**config.mk**
```make
export PLATFORM = sky130hd
export DESIGN_NAME = spi_host_top
export DESIGN_NICKNAME = d
export VERILOG_FILES = /design/src/design/spi_host_pkg.sv /design/src/design/spi_fifo_if.sv /design/src/design/spi_word_fifo.sv /design/src/design/spi_wb_regs.sv /design/src/design/spi_sequencer.sv /design/src/design/spi_shifter.sv /design/src/design/spi_host_top.sv
export VERILOG_INCLUDE_DIRS = /design/src /design/src/include
export SDC_FILE = /design/constraint.sdc
export NUM_CORES = 1
export LEC_CHECK = 0
export BUFFER_PORTS_ARGS = -buffer_cell sky130_fd_sc_hd__buf_4
export CAP_MARGIN = 20
export CORE_UTILIZATION = 28
export CTS_CLUSTER_SIZE = 12
export DETAILED_ROUTE_END_ITERATION = 8
export MAX_ROUTING_LAYER = met4
export SKIP_LAST_GASP = 1
export SLEW_MARGIN = 20
export SYNTH_ARGS = -nofsm -noshare
export SYNTH_HDL_FRONTEND = slang
export SYNTH_SLANG_ARGS = --single-unit
export TNS_END_PERCENT = 10
```
**constraint.sdc**
```tcl
create_clock -name clk_i -period 6.8 [get_ports clk_i]
set_clock_uncertainty 0.15 [all_clocks]
set_input_delay 1.02 -clock clk_i [delete_from_list [all_inputs] [get_ports clk_i]]
set_output_delay 1.02 -clock clk_i [all_outputs]
set_load 0.01 [all_outputs]
```
**src/include/spi_host_consts.svh**
```systemverilog
`ifndef SPI_HOST_CONSTS_SVH
`define SPI_HOST_CONSTS_SVH

`define SPI_ADDR_CTRL     5'h00
`define SPI_ADDR_STATUS   5'h04
`define SPI_ADDR_RDATA    5'h08
`define SPI_ADDR_WDATA    5'h0c
`define SPI_ADDR_CMD      5'h10

`define SPI_CMD_DEPTH     8
`define SPI_DATA_DEPTH    8

`define SPI_CMD_HOLD_BIT  9
`define SPI_CMD_DIR_LSB   12
`define SPI_CTRL_EN_BIT   0
`define SPI_CTRL_CPHA_BIT 2
`define SPI_CTRL_CPOL_BIT 3
`define SPI_CTRL_DIV_LSB  16

`endif

```
**src/design/spi_host_pkg.sv**
```systemverilog
`default_nettype none

package spi_host_pkg;

    typedef logic [31:0] word_t;     // bus and data word
    typedef logic [13:0] cmd_t;      // len 8:0, hold 9, dir 13:12
    typedef logic [8:0]  len_t;      // bytes minus one
    typedef logic [15:0] div_t;
    typedef logic [4:0]  wb_addr_t;  // byte address

    // direction codes as written into cmd bits 13:12
    typedef enum logic [1:0] {
        dir_dummy = 2'd0,
        dir_rx    = 2'd1,
        dir_tx    = 2'd2
    } xfer_dir_e;

    typedef enum logic [1:0] {
        seq_idle,
        seq_issue,
        seq_wait
    } seq_state_e;

    // lead: sck at cpol, waiting for leading edge
    // trail: sck active, waiting for trailing edge
    typedef enum logic [1:0] {
        sh_idle,
        sh_lead,
        sh_trail
    } shift_state_e;

endpackage

`default_nettype wire

```
**src/design/spi_fifo_if.sv**
```systemverilog
`timescale 1ns/1ps
`default_nettype none

interface spi_fifo_if #(
    parameter int WIDTH = 32
);
    logic             push;
    logic [WIDTH-1:0] wdata;
    logic             full;
    logic             pop;
    logic [WIDTH-1:0] rdata;  // head word
    logic             empty;

    modport writer (output push, output wdata, input full, input empty);
    modport reader (output pop, input rdata, input empty, input full);

    // queue side of each port
    modport sink   (input push, input wdata, output full);
    modport source (input pop, output rdata, output empty);
endinterface

// sequencer to shifter, one byte per request
interface spi_byte_if import spi_host_pkg::*; ();
    logic      byte_req;
    xfer_dir_e byte_dir;
    logic      last_byte;
    logic      busy;
    logic      byte_done;

    modport master (output byte_req, output byte_dir, output last_byte,
                    input busy, input byte_done);
    modport slave  (input byte_req, input byte_dir, input last_byte,
                    output busy, output byte_done);
endinterface

`default_nettype wire

```
**src/design/spi_word_fifo.sv**
```systemverilog
`timescale 1ns/1ps
`default_nettype none

module spi_word_fifo #(
    parameter int WIDTH = 32,
    parameter int DEPTH = 8
) (
    input  wire         clk_i,
    input  wire         rst_i,
    spi_fifo_if.sink    wr,
    spi_fifo_if.source  rd
);
    localparam int AW = (DEPTH > 1) ? $clog2(DEPTH) : 1;

    logic [WIDTH-1:0] mem [DEPTH];
    logic [AW-1:0]    wr_ptr;
    logic [AW-1:0]    rd_ptr;
    logic [AW:0]      count;
    logic             do_push;
    logic             do_pop;

    assign wr.full  = (count == DEPTH);
    assign rd.empty = (count == '0);
    assign rd.rdata = mem[rd_ptr];  // fall-through head

    assign do_push = wr.push && !wr.full;
    assign do_pop  = rd.pop && !rd.empty;

    always_ff @(posedge clk_i) begin
        if (do_push) begin
            mem[wr_ptr] <= wr.wdata;
        end
    end

    always_ff @(posedge clk_i) begin
        if (rst_i) begin
            wr_ptr <= '0;
            rd_ptr <= '0;
            count  <= '0;
        end else begin
            if (do_push) begin
                wr_ptr <= (wr_ptr == AW'(DEPTH - 1)) ? '0 : wr_ptr + 1'b1;
            end
            if (do_pop) begin
                rd_ptr <= (rd_ptr == AW'(DEPTH - 1)) ? '0 : rd_ptr + 1'b1;
            end
            case ({do_push, do_pop})
                2'b10:   count <= count + 1'b1;
                2'b01:   count <= count - 1'b1;
                default: count <= count;
            endcase
        end
    end

endmodule

`default_nettype wire

```
**src/design/spi_wb_regs.sv**
```systemverilog
`timescale 1ns/1ps
`default_nettype none

`include "spi_host_consts.svh"

module spi_wb_regs import spi_host_pkg::*; (
    input  wire         clk_i,
    input  wire         rst_i,

    input  wire         wb_cyc_i,
    input  wire         wb_stb_i,
    input  wire         wb_we_i,
    input  wire wb_addr_t wb_adr_i,
    input  wire word_t  wb_dat_i,
    output word_t       wb_dat_o,
    output logic        wb_ack_o,

    spi_fifo_if.writer  cmd_w,
    spi_fifo_if.writer  tx_w,
    spi_fifo_if.reader  rx_r,

    input  wire         seq_busy_i,
    output logic        cpol_o,
    output logic        cpha_o,
    output logic        en_o,
    output div_t        div_o
);
    logic  req;
    logic  wr_req;
    logic  rd_req;
    logic  en_q;
    logic  cpha_q;
    logic  cpol_q;
    div_t  div_q;
    word_t ctrl_rd;
    word_t status_rd;
    word_t rd_data;

    assign req    = wb_cyc_i && wb_stb_i && !wb_ack_o;  // one access per ack
    assign wr_req = req && wb_we_i;
    assign rd_req = req && !wb_we_i;

    assign cmd_w.push  = wr_req && (wb_adr_i == `SPI_ADDR_CMD);
    assign cmd_w.wdata = wb_dat_i[$bits(cmd_t)-1:0];
    assign tx_w.push   = wr_req && (wb_adr_i == `SPI_ADDR_WDATA);
    assign tx_w.wdata  = wb_dat_i;
    assign rx_r.pop    = rd_req && (wb_adr_i == `SPI_ADDR_RDATA);

    assign en_o   = en_q;
    assign cpha_o = cpha_q;
    assign cpol_o = cpol_q;
    assign div_o  = div_q;

    always_comb begin
        ctrl_rd                                   = '0;
        ctrl_rd[`SPI_CTRL_EN_BIT]                 = en_q;
        ctrl_rd[`SPI_CTRL_CPHA_BIT]               = cpha_q;
        ctrl_rd[`SPI_CTRL_CPOL_BIT]               = cpol_q;
        ctrl_rd[`SPI_CTRL_DIV_LSB +: $bits(div_t)] = div_q;
    end

    assign status_rd = {25'd0, seq_busy_i,
                        cmd_w.empty, cmd_w.full,
                        rx_r.empty, rx_r.full,
                        tx_w.empty, tx_w.full};

    always_comb begin
        case (wb_adr_i)
            `SPI_ADDR_CTRL:   rd_data = ctrl_rd;
            `SPI_ADDR_STATUS: rd_data = status_rd;
            `SPI_ADDR_RDATA:  rd_data = rx_r.empty ? '0 : rx_r.rdata;
            default:          rd_data = '0;  // write-only and unknown
        endcase
    end

    always_ff @(posedge clk_i) begin
        if (rst_i) begin
            wb_ack_o <= 1'b0;
            wb_dat_o <= '0;
            en_q     <= 1'b0;
            cpha_q   <= 1'b0;
            cpol_q   <= 1'b0;
            div_q    <= '0;
        end else begin
            wb_ack_o <= req;
            if (rd_req) begin
                wb_dat_o <= rd_data;  // head captured as it pops
            end
            if (wr_req && (wb_adr_i == `SPI_ADDR_CTRL)) begin
                en_q   <= wb_dat_i[`SPI_CTRL_EN_BIT];
                cpha_q <= wb_dat_i[`SPI_CTRL_CPHA_BIT];
                cpol_q <= wb_dat_i[`SPI_CTRL_CPOL_BIT];
                div_q  <= wb_dat_i[`SPI_CTRL_DIV_LSB +: $bits(div_t)];
            end
        end
    end

endmodule

`default_nettype wire

```
**src/design/spi_sequencer.sv**
```systemverilog
`timescale 1ns/1ps
`default_nettype none

`include "spi_host_consts.svh"

module spi_sequencer import spi_host_pkg::*; (
    input  wire         clk_i,
    input  wire         rst_i,
    input  wire         en_i,
    spi_fifo_if.reader  cmd_r,
    spi_byte_if.master  link,
    output logic        spi_cs_o,
    output logic        busy_o
);
    seq_state_e state;
    cmd_t       head;
    xfer_dir_e  head_dir;
    xfer_dir_e  dir_q;
    logic       hold_q;
    len_t       bytes_left;
    logic       cs_q;
    logic       take;

    assign head = cmd_r.rdata;

    always_comb begin
        case (head[`SPI_CMD_DIR_LSB +: 2])
            2'b01:   head_dir = dir_rx;
            2'b10:   head_dir = dir_tx;
            default: head_dir = dir_dummy;  // code 3 too
        endcase
    end

    assign take      = (state == seq_idle) && en_i && !cmd_r.empty;
    assign cmd_r.pop = take;

    assign link.byte_req  = (state == seq_issue) && !link.busy;
    assign link.byte_dir  = dir_q;
    assign link.last_byte = (bytes_left == '0);

    assign spi_cs_o = cs_q;
    assign busy_o   = (state != seq_idle);

    // command fields, held for the whole command
    always_ff @(posedge clk_i) begin
        if (take) begin
            dir_q  <= head_dir;
            hold_q <= head[`SPI_CMD_HOLD_BIT];
        end
    end

    always_ff @(posedge clk_i) begin
        if (rst_i) begin
            state      <= seq_idle;
            cs_q       <= 1'b1;
            bytes_left <= '0;
        end else begin
            case (state)
                seq_idle: begin
                    if (take) begin
                        cs_q       <= 1'b0;  // low the cycle after pop
                        bytes_left <= head[8:0];
                        state      <= seq_issue;
                    end
                end
                seq_issue: begin
                    if (link.byte_req) begin
                        state <= seq_wait;
                    end
                end
                seq_wait: begin
                    if (link.byte_done) begin
                        if (bytes_left == '0) begin
                            if (!hold_q) begin
                                cs_q <= 1'b1;
                            end
                            state <= seq_idle;
                        end else begin
                            bytes_left <= bytes_left - 1'b1;
                            state      <= seq_issue;
                        end
                    end
                end
                default: state <= seq_idle;
            endcase
        end
    end

endmodule

`default_nettype wire

```
**src/design/spi_shifter.sv**
```systemverilog
`timescale 1ns/1ps
`default_nettype none

module spi_shifter import spi_host_pkg::*; (
    input  wire         clk_i,
    input  wire         rst_i,
    input  wire         cpol_i,
    input  wire         cpha_i,
    input  wire div_t   div_i,
    spi_byte_if.slave   link,
    spi_fifo_if.reader  tx_r,
    spi_fifo_if.writer  rx_w,
    output logic        spi_sck_o,
    output logic        spi_mosi_o,
    input  wire         spi_miso_i
);
    shift_state_e state;
    div_t         hc;         // cycles into half period
    logic [2:0]   bit_cnt;
    xfer_dir_e    dir_q;
    logic         last_q;
    logic         done_q;
    logic         sck_q;
    logic         mosi_q;
    word_t        tx_sr;
    logic [4:0]   tx_bits;    // bits left in tx_sr
    word_t        rx_sr;
    logic [4:0]   rx_cnt;
    logic         start;
    logic         half_end;
    logic         lead_edge;
    logic         trail_edge;
    logic         final_edge;
    logic         tx_shift;
    logic         tx_load;
    logic         next_bit;
    logic         rx_sample;
    logic         rx_word;
    logic         rx_flush;

    assign start      = (state == sh_idle) && link.byte_req;
    assign half_end   = (hc == div_i);
    assign lead_edge  = (state == sh_lead) && half_end;
    assign trail_edge = (state == sh_trail) && half_end;
    assign final_edge = trail_edge && (bit_cnt == 3'd7);

    // mode 0 presents the first bit at byte start, then on trailing edges
    assign tx_shift = start ? (link.byte_dir == dir_tx && !cpha_i)
                            : (dir_q == dir_tx) && (cpha_i ? lead_edge
                                                           : trail_edge && !final_edge);
    assign tx_load  = (tx_bits == '0);
    assign next_bit = tx_load ? (!tx_r.empty && tx_r.rdata[0]) : tx_sr[0];
    assign tx_r.pop = tx_shift && tx_load && !tx_r.empty;

    assign rx_sample  = (dir_q == dir_rx) && (cpha_i ? trail_edge : lead_edge);
    assign rx_word    = rx_sample && (rx_cnt == 5'd31);
    assign rx_flush   = done_q && last_q && (rx_cnt != '0);  // zero-filled partial
    assign rx_w.push  = rx_word || rx_flush;
    assign rx_w.wdata = rx_flush ? rx_sr : {spi_miso_i, rx_sr[30:0]};

    assign link.busy      = (state != sh_idle);
    assign link.byte_done = done_q;
    assign spi_sck_o      = sck_q;
    assign spi_mosi_o     = mosi_q;

    always_ff @(posedge clk_i) begin
        if (start) begin
            dir_q  <= link.byte_dir;
            last_q <= link.last_byte;
        end
        if (tx_shift) begin
            tx_sr <= tx_load ? (tx_r.rdata >> 1) : (tx_sr >> 1);
        end
    end

    always_ff @(posedge clk_i) begin
        if (rst_i) begin
            state   <= sh_idle;
            hc      <= '0;
            bit_cnt <= '0;
            done_q  <= 1'b0;
            sck_q   <= 1'b0;
            mosi_q  <= 1'b0;
            tx_bits <= '0;
            rx_cnt  <= '0;
            rx_sr   <= '0;
        end else begin
            done_q <= final_edge;
            if (tx_shift) begin
                mosi_q <= next_bit;
            end else if (start) begin
                mosi_q <= 1'b0;  // rx and dummy keep mosi low
            end
            case (state)
                sh_idle: begin
                    sck_q <= cpol_i;
                    if (start) begin
                        hc      <= '0;
                        bit_cnt <= '0;
                        state   <= sh_lead;
                    end
                end
                sh_lead, sh_trail: begin
                    hc <= half_end ? '0 : hc + 1'b1;
                    if (half_end) begin
                        sck_q <= ~sck_q;
                        if (state == sh_lead) begin
                            state <= sh_trail;
                        end else begin
                            bit_cnt <= bit_cnt + 1'b1;
                            state   <= final_edge ? sh_idle : sh_lead;
                        end
                    end
                end
                default: state <= sh_idle;
            endcase
            if (done_q && last_q) begin
                tx_bits <= '0;  // drop unsent tx bits
            end else if (tx_shift) begin
                tx_bits <= tx_load ? (tx_r.empty ? 5'd0 : 5'd31) : tx_bits - 1'b1;
            end
            if (rx_flush || rx_word) begin
                rx_cnt <= '0;
                rx_sr  <= '0;
            end else if (rx_sample) begin
                rx_sr[rx_cnt] <= spi_miso_i;
                rx_cnt        <= rx_cnt + 1'b1;
            end
        end
    end

endmodule

`default_nettype wire

```
**src/design/spi_host_top.sv**
```systemverilog
`timescale 1ns/1ps
`default_nettype none

`include "spi_host_consts.svh"

module spi_host_top import spi_host_pkg::*; (
    input  wire           clk_i,
    input  wire           rst_i,

    input  wire           wb_cyc_i,
    input  wire           wb_stb_i,
    input  wire           wb_we_i,
    input  wire wb_addr_t wb_adr_i,
    input  wire word_t    wb_dat_i,
    output word_t         wb_dat_o,
    output logic          wb_ack_o,

    output logic          spi_cs_o,
    output logic          spi_sck_o,
    output logic          spi_mosi_o,
    input  wire           spi_miso_i
);
    logic cpol;
    logic cpha;
    logic en;
    div_t div;
    logic seq_busy;

    spi_fifo_if #(.WIDTH($bits(cmd_t)))  cmd_q ();
    spi_fifo_if #(.WIDTH($bits(word_t))) tx_q ();
    spi_fifo_if #(.WIDTH($bits(word_t))) rx_q ();
    spi_byte_if                          link ();

    spi_wb_regs u_regs (
        .clk_i      (clk_i),
        .rst_i      (rst_i),
        .wb_cyc_i   (wb_cyc_i),
        .wb_stb_i   (wb_stb_i),
        .wb_we_i    (wb_we_i),
        .wb_adr_i   (wb_adr_i),
        .wb_dat_i   (wb_dat_i),
        .wb_dat_o   (wb_dat_o),
        .wb_ack_o   (wb_ack_o),
        .cmd_w      (cmd_q.writer),
        .tx_w       (tx_q.writer),
        .rx_r       (rx_q.reader),
        .seq_busy_i (seq_busy),
        .cpol_o     (cpol),
        .cpha_o     (cpha),
        .en_o       (en),
        .div_o      (div)
    );

    spi_word_fifo #(.WIDTH($bits(cmd_t)), .DEPTH(`SPI_CMD_DEPTH)) u_cmd_q (
        .clk_i (clk_i), .rst_i (rst_i), .wr (cmd_q.sink), .rd (cmd_q.source)
    );
    spi_word_fifo #(.WIDTH($bits(word_t)), .DEPTH(`SPI_DATA_DEPTH)) u_tx_q (
        .clk_i (clk_i), .rst_i (rst_i), .wr (tx_q.sink), .rd (tx_q.source)
    );
    spi_word_fifo #(.WIDTH($bits(word_t)), .DEPTH(`SPI_DATA_DEPTH)) u_rx_q (
        .clk_i (clk_i), .rst_i (rst_i), .wr (rx_q.sink), .rd (rx_q.source)
    );

    spi_sequencer u_seq (
        .clk_i    (clk_i),
        .rst_i    (rst_i),
        .en_i     (en),
        .cmd_r    (cmd_q.reader),
        .link     (link.master),
        .spi_cs_o (spi_cs_o),
        .busy_o   (seq_busy)
    );

    spi_shifter u_shift (
        .clk_i      (clk_i),
        .rst_i      (rst_i),
        .cpol_i     (cpol),
        .cpha_i     (cpha),
        .div_i      (div),
        .link       (link.slave),
        .tx_r       (tx_q.reader),
        .rx_w       (rx_q.writer),
        .spi_sck_o  (spi_sck_o),
        .spi_mosi_o (spi_mosi_o),
        .spi_miso_i (spi_miso_i)
    );

endmodule

`default_nettype wire

```
==> results of run 1 <==
-- worst register-to-register path, delay by kind of cell, from the launching register on --
family	cells	cell delay, ns
simple gates	3	1.29
buf+inv	3	0.99
flops	1	0.50
compound gates	1	0.40
xor+xnor	1	0.14
-- where the power goes --
part	switching (mW)	internal [mW]	total (mW)	leakage (nW)
Clock	1.87	2.44	4.31	1.24
Sequential	0.00814	5.34	5.35	7.23
Combinational	0.146	0.0536	0.200	3.29
Total	2.03	7.84	9.87	11.8
-- final cells by class --
type	instances	area [um2]	area share, %
flip-flops and latches	814	22800	60.4
multi-input cells	1068	9350	24.8
clock buffers	130	2360	6.28
well taps	1512	1890	5.02
repair buffers	123	996	2.64
clock inverters	20	204	0.541
inverters	25	93.8	0.249
diodes	6	15.0	0.0399
-- path summary, 6_finish.rpt --
path	start	end	slack (ns)	depth (start not counted)
setup / recovery	u_shift.hc[4]	u_rx_q.mem[5][26]	2.98	8
hold / removal	u_seq.link.byte_dir[1]	u_shift.dir_q[1]	0.32	0
setup reg to reg	u_shift.hc[4]	u_rx_q.mem[5][26]	2.98	8
hold reg to reg	u_seq.link.byte_dir[1]	u_shift.dir_q[1]	0.32	0
-- cells in the mapped netlist (all sizes together) (21+ instances only) --
cell type  count  area share, %
edfxtp       645             60
dfxtp        169             10
mux4         152             11
nor2         123            1.5
nand2        108            1.2
a21oi         98            1.5
o21ai         98            1.5
mux2i         75            2.3
clkbuf        63           0.73
buf           52           0.78
nand3         52           0.80
nor3          45           0.71
or3           43           0.83
ha            37            1.4
xor2          35           0.94
inv           25           0.29
nand2b        21           0.40
-- logic make-up after synthesis --
| family | synth area share, % |
|---|---|
| AO/OA/AOI/OAI | 4.79 |
| XOR/XNOR | 1.10 |
| adder cells (fa/ha/maj) | 1.48 |
| buffers and inverters | 1.79 |
| flip-flops | 69.9 |
| multiplexers | 13.4 |
| AND/OR/NAND/NOR | 7.52 |
-- stage by stage --
stage,utilization (%),std cells
global route,32.8,3698
floorplan,-,2022
finish,32.8,3698
detailed placement,30.5,3538
CTS,32.7,3688
global placement,30.5,3538
-- flip-flops by register name (all words and copies together), names as in the netlist, 4 cells and up, named ones only --
name	flops
u_rx_q.mem	256
u_tx_q.mem	256
u_cmd_q.mem	96
u_regs.wb_dat_o	32
u_shift.rx_sr	32
u_shift.tx_sr	31
u_regs.div_o	16
u_shift.hc	16
u_seq.bytes_left	9
u_shift.rx_cnt	5
u_shift.tx_bits	5
u_cmd_q.count	4
u_rx_q.count	4
u_tx_q.count	4
-- layer usage --
metal | wire, um | vias up | track usage (%)
li1 | - | 8085 | -
met1 | 32500 | 9118 | 16.3
met2 | 35500 | 386 | 20.5
met3 | 3540 | 106 | 2.49
met4 | 1710 | 0 | 4.06
met5 | 0 | - | -
==> results.cfg, run 1 <==
[outcome]
status = finished, final reports clean

[setup_path]
cp-start-kind = flop
critPathMaxStageDelay_ns = 0.73
crit_slowest_cell = nor3_4
crit_type = flop to flop
cp-end-kind = flop
cpLargestDelayFamily = simple AND/OR/NAND/NOR gates
worst-path-max-fanout = 83
crit_buf_inv = 3
required_ns = 6.95
arrival_ns = 3.97
path_cells = xor2_1 -> nor4_1 -> nand4_1 -> buf_4 -> o21ai_4 -> inv_2 -> nor3_4 -> buf_4
cp_common_cell = buf_4

[sta]
hold_ws_ns = 0.320
hold_viol = 0
worst_pin_slew_ns = 1.06
slew_headroom_pct = 29.0
drv_slew = 0
rsz0062_at_grt = false
finalSetupViolCount = 0
period_minus_slack_ns = 3.82
finalCritPeriodShare_pct = 56.2
setup_ws_ns = 2.98
setup_tns_ns = 0
clock.fmax_mhz = 262

[die]
die_height_um = 343
core_mm2 = 0.115
dieWidth_um = 343
ios = 79
rows = 124
initial_core_util_pct = 28.3
die-area_mm2 = 0.118

[clock_tree]
path_clk_slew_ns = 0.06
holdBufCountCts = 0
root_buffer = clkbuf_16
cts_resized = 0
cts.sinks = 814
cts_inserted_buffers = 83
cts_setup_buffers = 0
clockBufferDepth = 3
clkLatencyLatePin_ns = 0.66
h-tree-depth = 3
cts_tree = built

[route]
finalWirelength_mm = 73.2
wl_per_cell_um = 19.8
drt_first_pass_iters = 5
drt-initial-drc-count = 1344
vias_per_cell = 4.79
postRouteAntennaNets = 0
drc_errors = 0
vias = 17695

[placement]
port_buffers = 78
place_area_mm2 = 0.0350
hpwl_mm = 45.8
place.gp.congestion = 0.813
post-place-ws_ns = 2.35

[synthesis]
yosys_warnings = 0
synth_area_mm2 = 0.0325
synth_fp_nets = 2103
ys_async_sr_fraction_pct = 0
avgSynthCellArea_um2 = 16.1
synth_edf_count = 645
synth_top_flop_cell = edfxtp_1
yosysUniqueCellTypes = 71
ys_ff_latch = 814
synthCells = 2022
yosysSeqAreaShare_pct = 69.9

[finish]
layout_common_cells = 645 x edfxtp_1, 163 x dfxtp_1, 152 x mux4_2
syn2layout_area_growth_pct = 15.8
drive_gt1_share_pct = 20.6
fin_nets = 2196
fin_area_mm2 = 0.0377
fillers = 10999
final_common_cell = edfxtp_1

[min_path]
hp-class = flop to flop

[grt]
grt_pass1_vias = 18304
grt_max_degree = 84
gr-total-overflow = 0
antenna_found_initial = 8
grt_pass1_wl_mm = 111
track_usage_pct = 12.8

[power]
p_leak_nw = 11.8
cellPowerDensity_mw_per_mm2 = 262
ir_worst_vdd_v = 0.000185
total_power_mw = 9.87

[job]
cap_viol_max_count = 0
No activity file was read; power rests on OpenSTA's default activity.
==> inputs of run 2 (changes only) <==
clock period = 3.9 ns   (was 6.8 ns; I/O delays follow)
==> results.cfg, run 2 (synthesis results as in run 1) <==
[outcome]
status = finished, final reports clean

[route]
drt-initial-drc-count = 1304
finalWirelength_mm = 74.1
wl_per_cell_um = 20.0
routed.top_layer = met4
wl_met1_mm = 33.0
route.met3.wl_mm = 3.50
drc_errors = 0
vias = 17814
routed-wl-met2_mm = 36.0
vias_per_cell = 4.80
postRouteAntennaNets = 0
drt_first_pass_iters = 5

[finish]
final_cells = 3714
reg_top3 = u_rx_q.mem (256), u_tx_q.mem (256), u_cmd_q.mem (96)
drive_gt1_share_pct = 21.2
final_common_cell = edfxtp_1
layout_common_cells = 645 x edfxtp_1, 163 x dfxtp_1, 152 x mux4_2
post-route-util_pct = 33.1
fillers = 10975
fin_nets = 2219
syn2layout_area_growth_pct = 16.7

[setup_path]
reg2reg_setup_slack_ns = 0.20
worst-path-max-fanout = 6
reg2regPathDepth = 14
startpoint = u_shift.bit_cnt[0]
required_ns = 4.32
crit_type = flop to flop
arrival_ns = 4.13
cp-end-kind = flop
cp-start-kind = flop
cp-endpoint = u_tx_q.count[2]
rr_startpoint = u_shift.bit_cnt[0]
r2r_end = u_tx_q.count[2]

[power]
cellPowerDensity_mw_per_mm2 = 453
power_frac_clock_pct = 43.6
combPwrFrac_pct = 2.1
total_power_mw = 17.2
p_int_mw = 13.7
ir_worst_vdd_v = 0.000283
power.switching_mw = 3.51
p_leak_nw = 11.9
switching_share_pct = 20.4
seq_power_share_pct = 54.3

[die]
die_height_um = 343
core_mm2 = 0.115
dieWidth_um = 343
initial_core_util_pct = 28.3
die-area_mm2 = 0.118
rows = 124
ios = 79

[sta]
finalSetupViolCount = 0
setup_ws_ns = 0.197
period_minus_slack_ns = 3.70
drv_slew = 0
hold_viol = 0
finalCritPeriodShare_pct = 95.0
rsz0062_at_grt = false
hold_ws_ns = 0.0565
worst_pin_slew_ns = 1.05
clock.fmax_mhz = 270
slew_headroom_pct = 30.3

[clock_tree]
cts_setup_buffers = 0
clockBufferDepth = 3
cts.sinks = 814
root_buffer = clkbuf_16
cts_inserted_buffers = 83
clkLatencyLatePin_ns = 0.64
h-tree-depth = 3
cts_tree = built
path_clk_slew_ns = 0.06

[placement]
hpwl_mm = 46.4
place.gp.congestion = 0.814
post-place-ws_ns = 0.246
port_buffers = 78
dp_cells = 3560

[grt]
antenna_found_initial = 5
grt_pass1_wl_mm = 112
gr-total-overflow = 0
track_usage_pct = 13.0
grt_max_degree = 83
grt_pass1_vias = 18504

[job]
cap_viol_max_count = 0

[min_path]
hp-class = primary input to flop
run 2: area by class of cell:
cell class | count | area, um2 | area share [%]
flip-flops and latches | 814 | 22800 | 60.0
clock buffers | 127 | 2360 | 6.22
well taps | 1512 | 1890 | 4.98
multi-input cells | 1068 | 9330 | 24.6
repair buffers | 146 | 1320 | 3.48
diodes | 3 | 7.51 | 0.0198
inverters | 25 | 93.8 | 0.247
clock inverters | 19 | 193 | 0.508
run 2: through the flow:
step,instance area [um2],TNS (ns)
4_1_cts,37900,0
5_1_grt,38000,0
2_1_floorplan,32500,-204.92
3_5_place_dp,35300,0
6_report,38000,0
3_3_place_gp,35300,0
run 2: worst min path at each step:
| stage | endpoint | start | cells after the start | slack, ns |
|---|---|---|---|---|
| global placement | u_shift.tx_bits[0] | u_shift.tx_bits[0] | 1 | 0.30 |
| floorplan | u_shift.dir_q[1] | u_seq.link.byte_dir[1] | 0 | 0.28 |
| detailed placement | u_seq.spi_cs_o | u_seq.spi_cs_o | 2 | 0.31 |
| CTS | u_tx_q.mem[4][30] | wb_dat_i[30] | 1 | 0.02 |
| finish | u_tx_q.mem[0][17] | wb_dat_i[17] | 1 | 0.06 |
| global route | u_tx_q.mem[4][30] | wb_dat_i[30] | 1 | 0.03 |
run 2: metal layers:
metal	global-route usage, %	vias to the layer above
met5	-	-
met3	2.17	96
met4	4.19	0
li1	-	8112
met2	20.9	450
met1	16.5	9156
run 2: timing repair:
action / CTS / global route
setup endpoints to repair: 0 / 1
hold endpoints to repair: 33 / 0
hold buffers: 5 / 0
resized for setup: 0 / 1
run 2: power groups by stage:
stage | Clock (mW) | Combinational, mW | Sequential, mW
3_5_place_dp | 0 | 0.360 | 9.52
2_1_floorplan | 0 | 0.162 | 9.52
5_1_grt | 7.99 | 0.396 | 9.33
4_1_cts | 7.69 | 0.365 | 9.33
6_report | 7.50 | 0.362 | 9.33
3_3_place_gp | 0 | 0.349 | 9.51
run 2: worst max-delay path, stage by stage, from the launching register on:
cell	delay (ns)
dfxtp_1	0.32
ha_1	0.20
ha_1	0.22
or3b_2	0.46
a21oi_2	0.26
and2_1	0.25
a21oi_1	0.17
nor2_2	0.22
ha_1	0.31
xor2_1	0.20
ha_1	0.18
a21oi_1	0.06
xor2_1	0.17
or3_1	0.32
a21oi_1	0.16
==> inputs of run 3 (changes only) <==
ABC_AREA = 1   (was unset)
==> results.cfg, run 3 <==
[min_path]
hp-class = primary input to flop
min_from = wb_dat_i[10]
hold_end = u_tx_q.mem[1][10]
whs_path_depth = 1

[sta]
hold_ws_ns = 0.0422
period_minus_slack_ns = 3.07
clock.fmax_mhz = 326
slew_headroom_pct = 34.7
rsz0062_at_grt = false
finalCritPeriodShare_pct = 78.6
finalSetupViolCount = 0
drv_slew = 0
worst_pin_slew_ns = 0.979
hold_viol = 0

[finish]
drive_gt1_share_pct = 11.2
syn2layout_area_growth_pct = 15.2
post-route-util_pct = 32.5
layout_common_cells = 645 x edfxtp_1, 385 x o21ai_0, 372 x nor2_1
final_common_cell = edfxtp_1
fin_area_mm2 = 0.0378
final_cells = 4411
reg_top3 = u_rx_q.mem (256), u_tx_q.mem (256), u_cmd_q.mem (96)
fin_nets = 2908

[die]
core_mm2 = 0.116
rows = 125
initial_core_util_pct = 28.2
die_height_um = 344
die-area_mm2 = 0.118
ios = 79
dieWidth_um = 344

[outcome]
status = finished, final reports clean

[power]
p_leak_nw = 12.0
combPwrFrac_pct = 3.3
p_int_mw = 13.7
total_power_mw = 17.4
power.switching_mw = 3.66
power_frac_clock_pct = 42.6
switching_share_pct = 21.1
seq_power_share_pct = 54.1
cellPowerDensity_mw_per_mm2 = 460
ir_worst_vdd_v = 0.000302

[grt]
grt_pass1_vias = 20363
gr-total-overflow = 0
grt_max_degree = 129
grt_pass1_wl_mm = 123
track_usage_pct = 14.0
antenna_found_initial = 2

[synthesis]
avgSynthCellArea_um2 = 11.9
synth_fp_nets = 2846
synthTopCellsByArea = edfxtp_1 59%, dfxtp_1 10%, o21ai_0 5.9%
ys_async_sr_fraction_pct = 0
synth_edf_count = 645
yosysTopAreaCell = edfxtp_1
synthCells = 2765
synth_top_flop_cell = edfxtp_1
synthMostInstantiatedCell = edfxtp_1
yosysSeqAreaShare_pct = 69.4
ys_ff_latch = 814
yosysTopAreaCellShare_pct = 59.1
synth_commonest_cells = 645 x edfxtp_1, 385 x o21ai_0, 373 x nor2_1
synth_area_mm2 = 0.0328
yosys_warnings = 0
yosysUniqueCellTypes = 50

[placement]
place_area_mm2 = 0.0353
place.gp.congestion = 0.799
port_buffers = 78
hpwl_mm = 47.2
dp_cells = 4266

[setup_path]
arrival_ns = 3.45
crit_buf_inv = 6
cp-end-kind = flop
r2r_end = u_tx_q.count[2]
worst-path-max-fanout = 10
crit_type = flop to flop
path_cells = inv_1 -> ha_1 -> inv_1 -> nor2_1 -> o21ai_1 -> buf_4 -> nand3_2 -> inv_1 -> ha_1 -> nand2_1 -> inv_1 -> nor2_1 -> ha_1 -> a21oi_1 -> xor2_1 -> o21ai_0 -> inv_1
cpLargestDelayFamily = adder cells
crit_slowest_cell = nor2_1
critPathMaxStageDelay_ns = 0.35
reg2reg_setup_slack_ns = 0.83
cp_common_cell = inv_1
reg2regPathDepth = 17
rr_startpoint = u_shift.state[1]
required_ns = 4.28
cp-start-kind = flop

[clock_tree]
h-tree-depth = 3
cts_resized = 0
holdBufCountCts = 0
root_buffer = clkbuf_16
cts_setup_buffers = 0
path_clk_slew_ns = 0.06
cts.sinks = 814
clockBufferDepth = 3
clkLatencyLatePin_ns = 0.64
cts_inserted_buffers = 83
cts_tree = built

[route]
drc_errors = 0
vias_per_cell = 4.89
wl_per_cell_um = 18.6
vias = 21565
drt_first_pass_iters = 5
drt-initial-drc-count = 2038
finalWirelength_mm = 81.9
postRouteAntennaNets = 0

[job]
cap_viol_max_count = 0
run 3: changes by cell type in the layout (fill, tap and decap cells not counted), moves of 28 or more:
cell      before  now
o221ai_1       2  110
xor2_1        35    7
mux4_2       152    0
nand4_1       10   42
nor2_1       113  372
nand3_1       52   80
o22ai_1        3   31
or3_1         43    0
o21ai_0       97  385
inv_1         24  129
a21oi_1       97  145
nand2_1      108  247
run 3: final cells by class:
cell class / instances / area (um2)
well taps: 1524 / 1910
fillers: 11520 / 78300
multi-input cells: 1644 / 8950
repair buffers: 135 / 1080
clock buffers: 126 / 2370
diodes: 1 / 2.50
clock inverters: 18 / 126
flip-flops and latches: 814 / 22800
inverters: 149 / 563
run 3: cell families (layout without fill, tap and decap cells):
kind of cell	count (synthesis)	in the layout	share of synthesized area, %
and+or+nand+nor	820	820	10.7
adders and majority gates	38	38	1.47
DFF	814	814	69.4
AOI/OAI and AO/OA	719	719	12.8
other	0	1	0
muxes	54	54	1.65
buffers and inverters	307	428	3.66
xor gates and xnor gates	13	13	0.347
run 3: power by group through the flow:
stage	sequential, mW	clock, mW	combinational (mW)
2_1_floorplan	9.58	0	0.324
3_3_place_gp	9.58	0	0.573
3_5_place_dp	9.58	0	0.580
4_1_cts	9.40	7.54	0.583
5_1_grt	9.40	7.86	0.639
6_report	9.40	7.40	0.579
run 3: worst max-delay path by stage:
| stage | startpoint | end | cells after the start |
|---|---|---|---|
| final | u_shift.state[1] | u_tx_q.count[2] | 17 |
| after global routing | u_regs.div_o[13] | u_tx_q.count[2] | 21 |
| after CTS | u_regs.div_o[12] | u_rx_q.count[2] | 20 |
| after detailed placement | wb_cyc_i | u_cmd_q.count[3] | 16 |
| after global placement | wb_cyc_i | u_cmd_q.count[3] | 16 |
| after floorplan | u_shift.rx_cnt[0] | u_rx_q.mem[6][0] | 10 |
run 3: through the flow:
step                      setup TNS, ns  setup WS [ns]
after global placement                0          0.437
after global routing                  0          0.353
after floorplan                 -178.08         -0.432
after CTS                             0          0.831
after detailed placement              0          0.525
final                                 0          0.833
run 3: layer usage:
layer / global-route usage (%) / up-vias / routed length (um)
met5: - / - / 0
met1: 18.9 / 10583 / 37300
met3: 2.18 / 108 / 5010
li1: - / 10236 / -
met2: 22.0 / 638 / 38300
met4: 3.39 / 0 / 1320
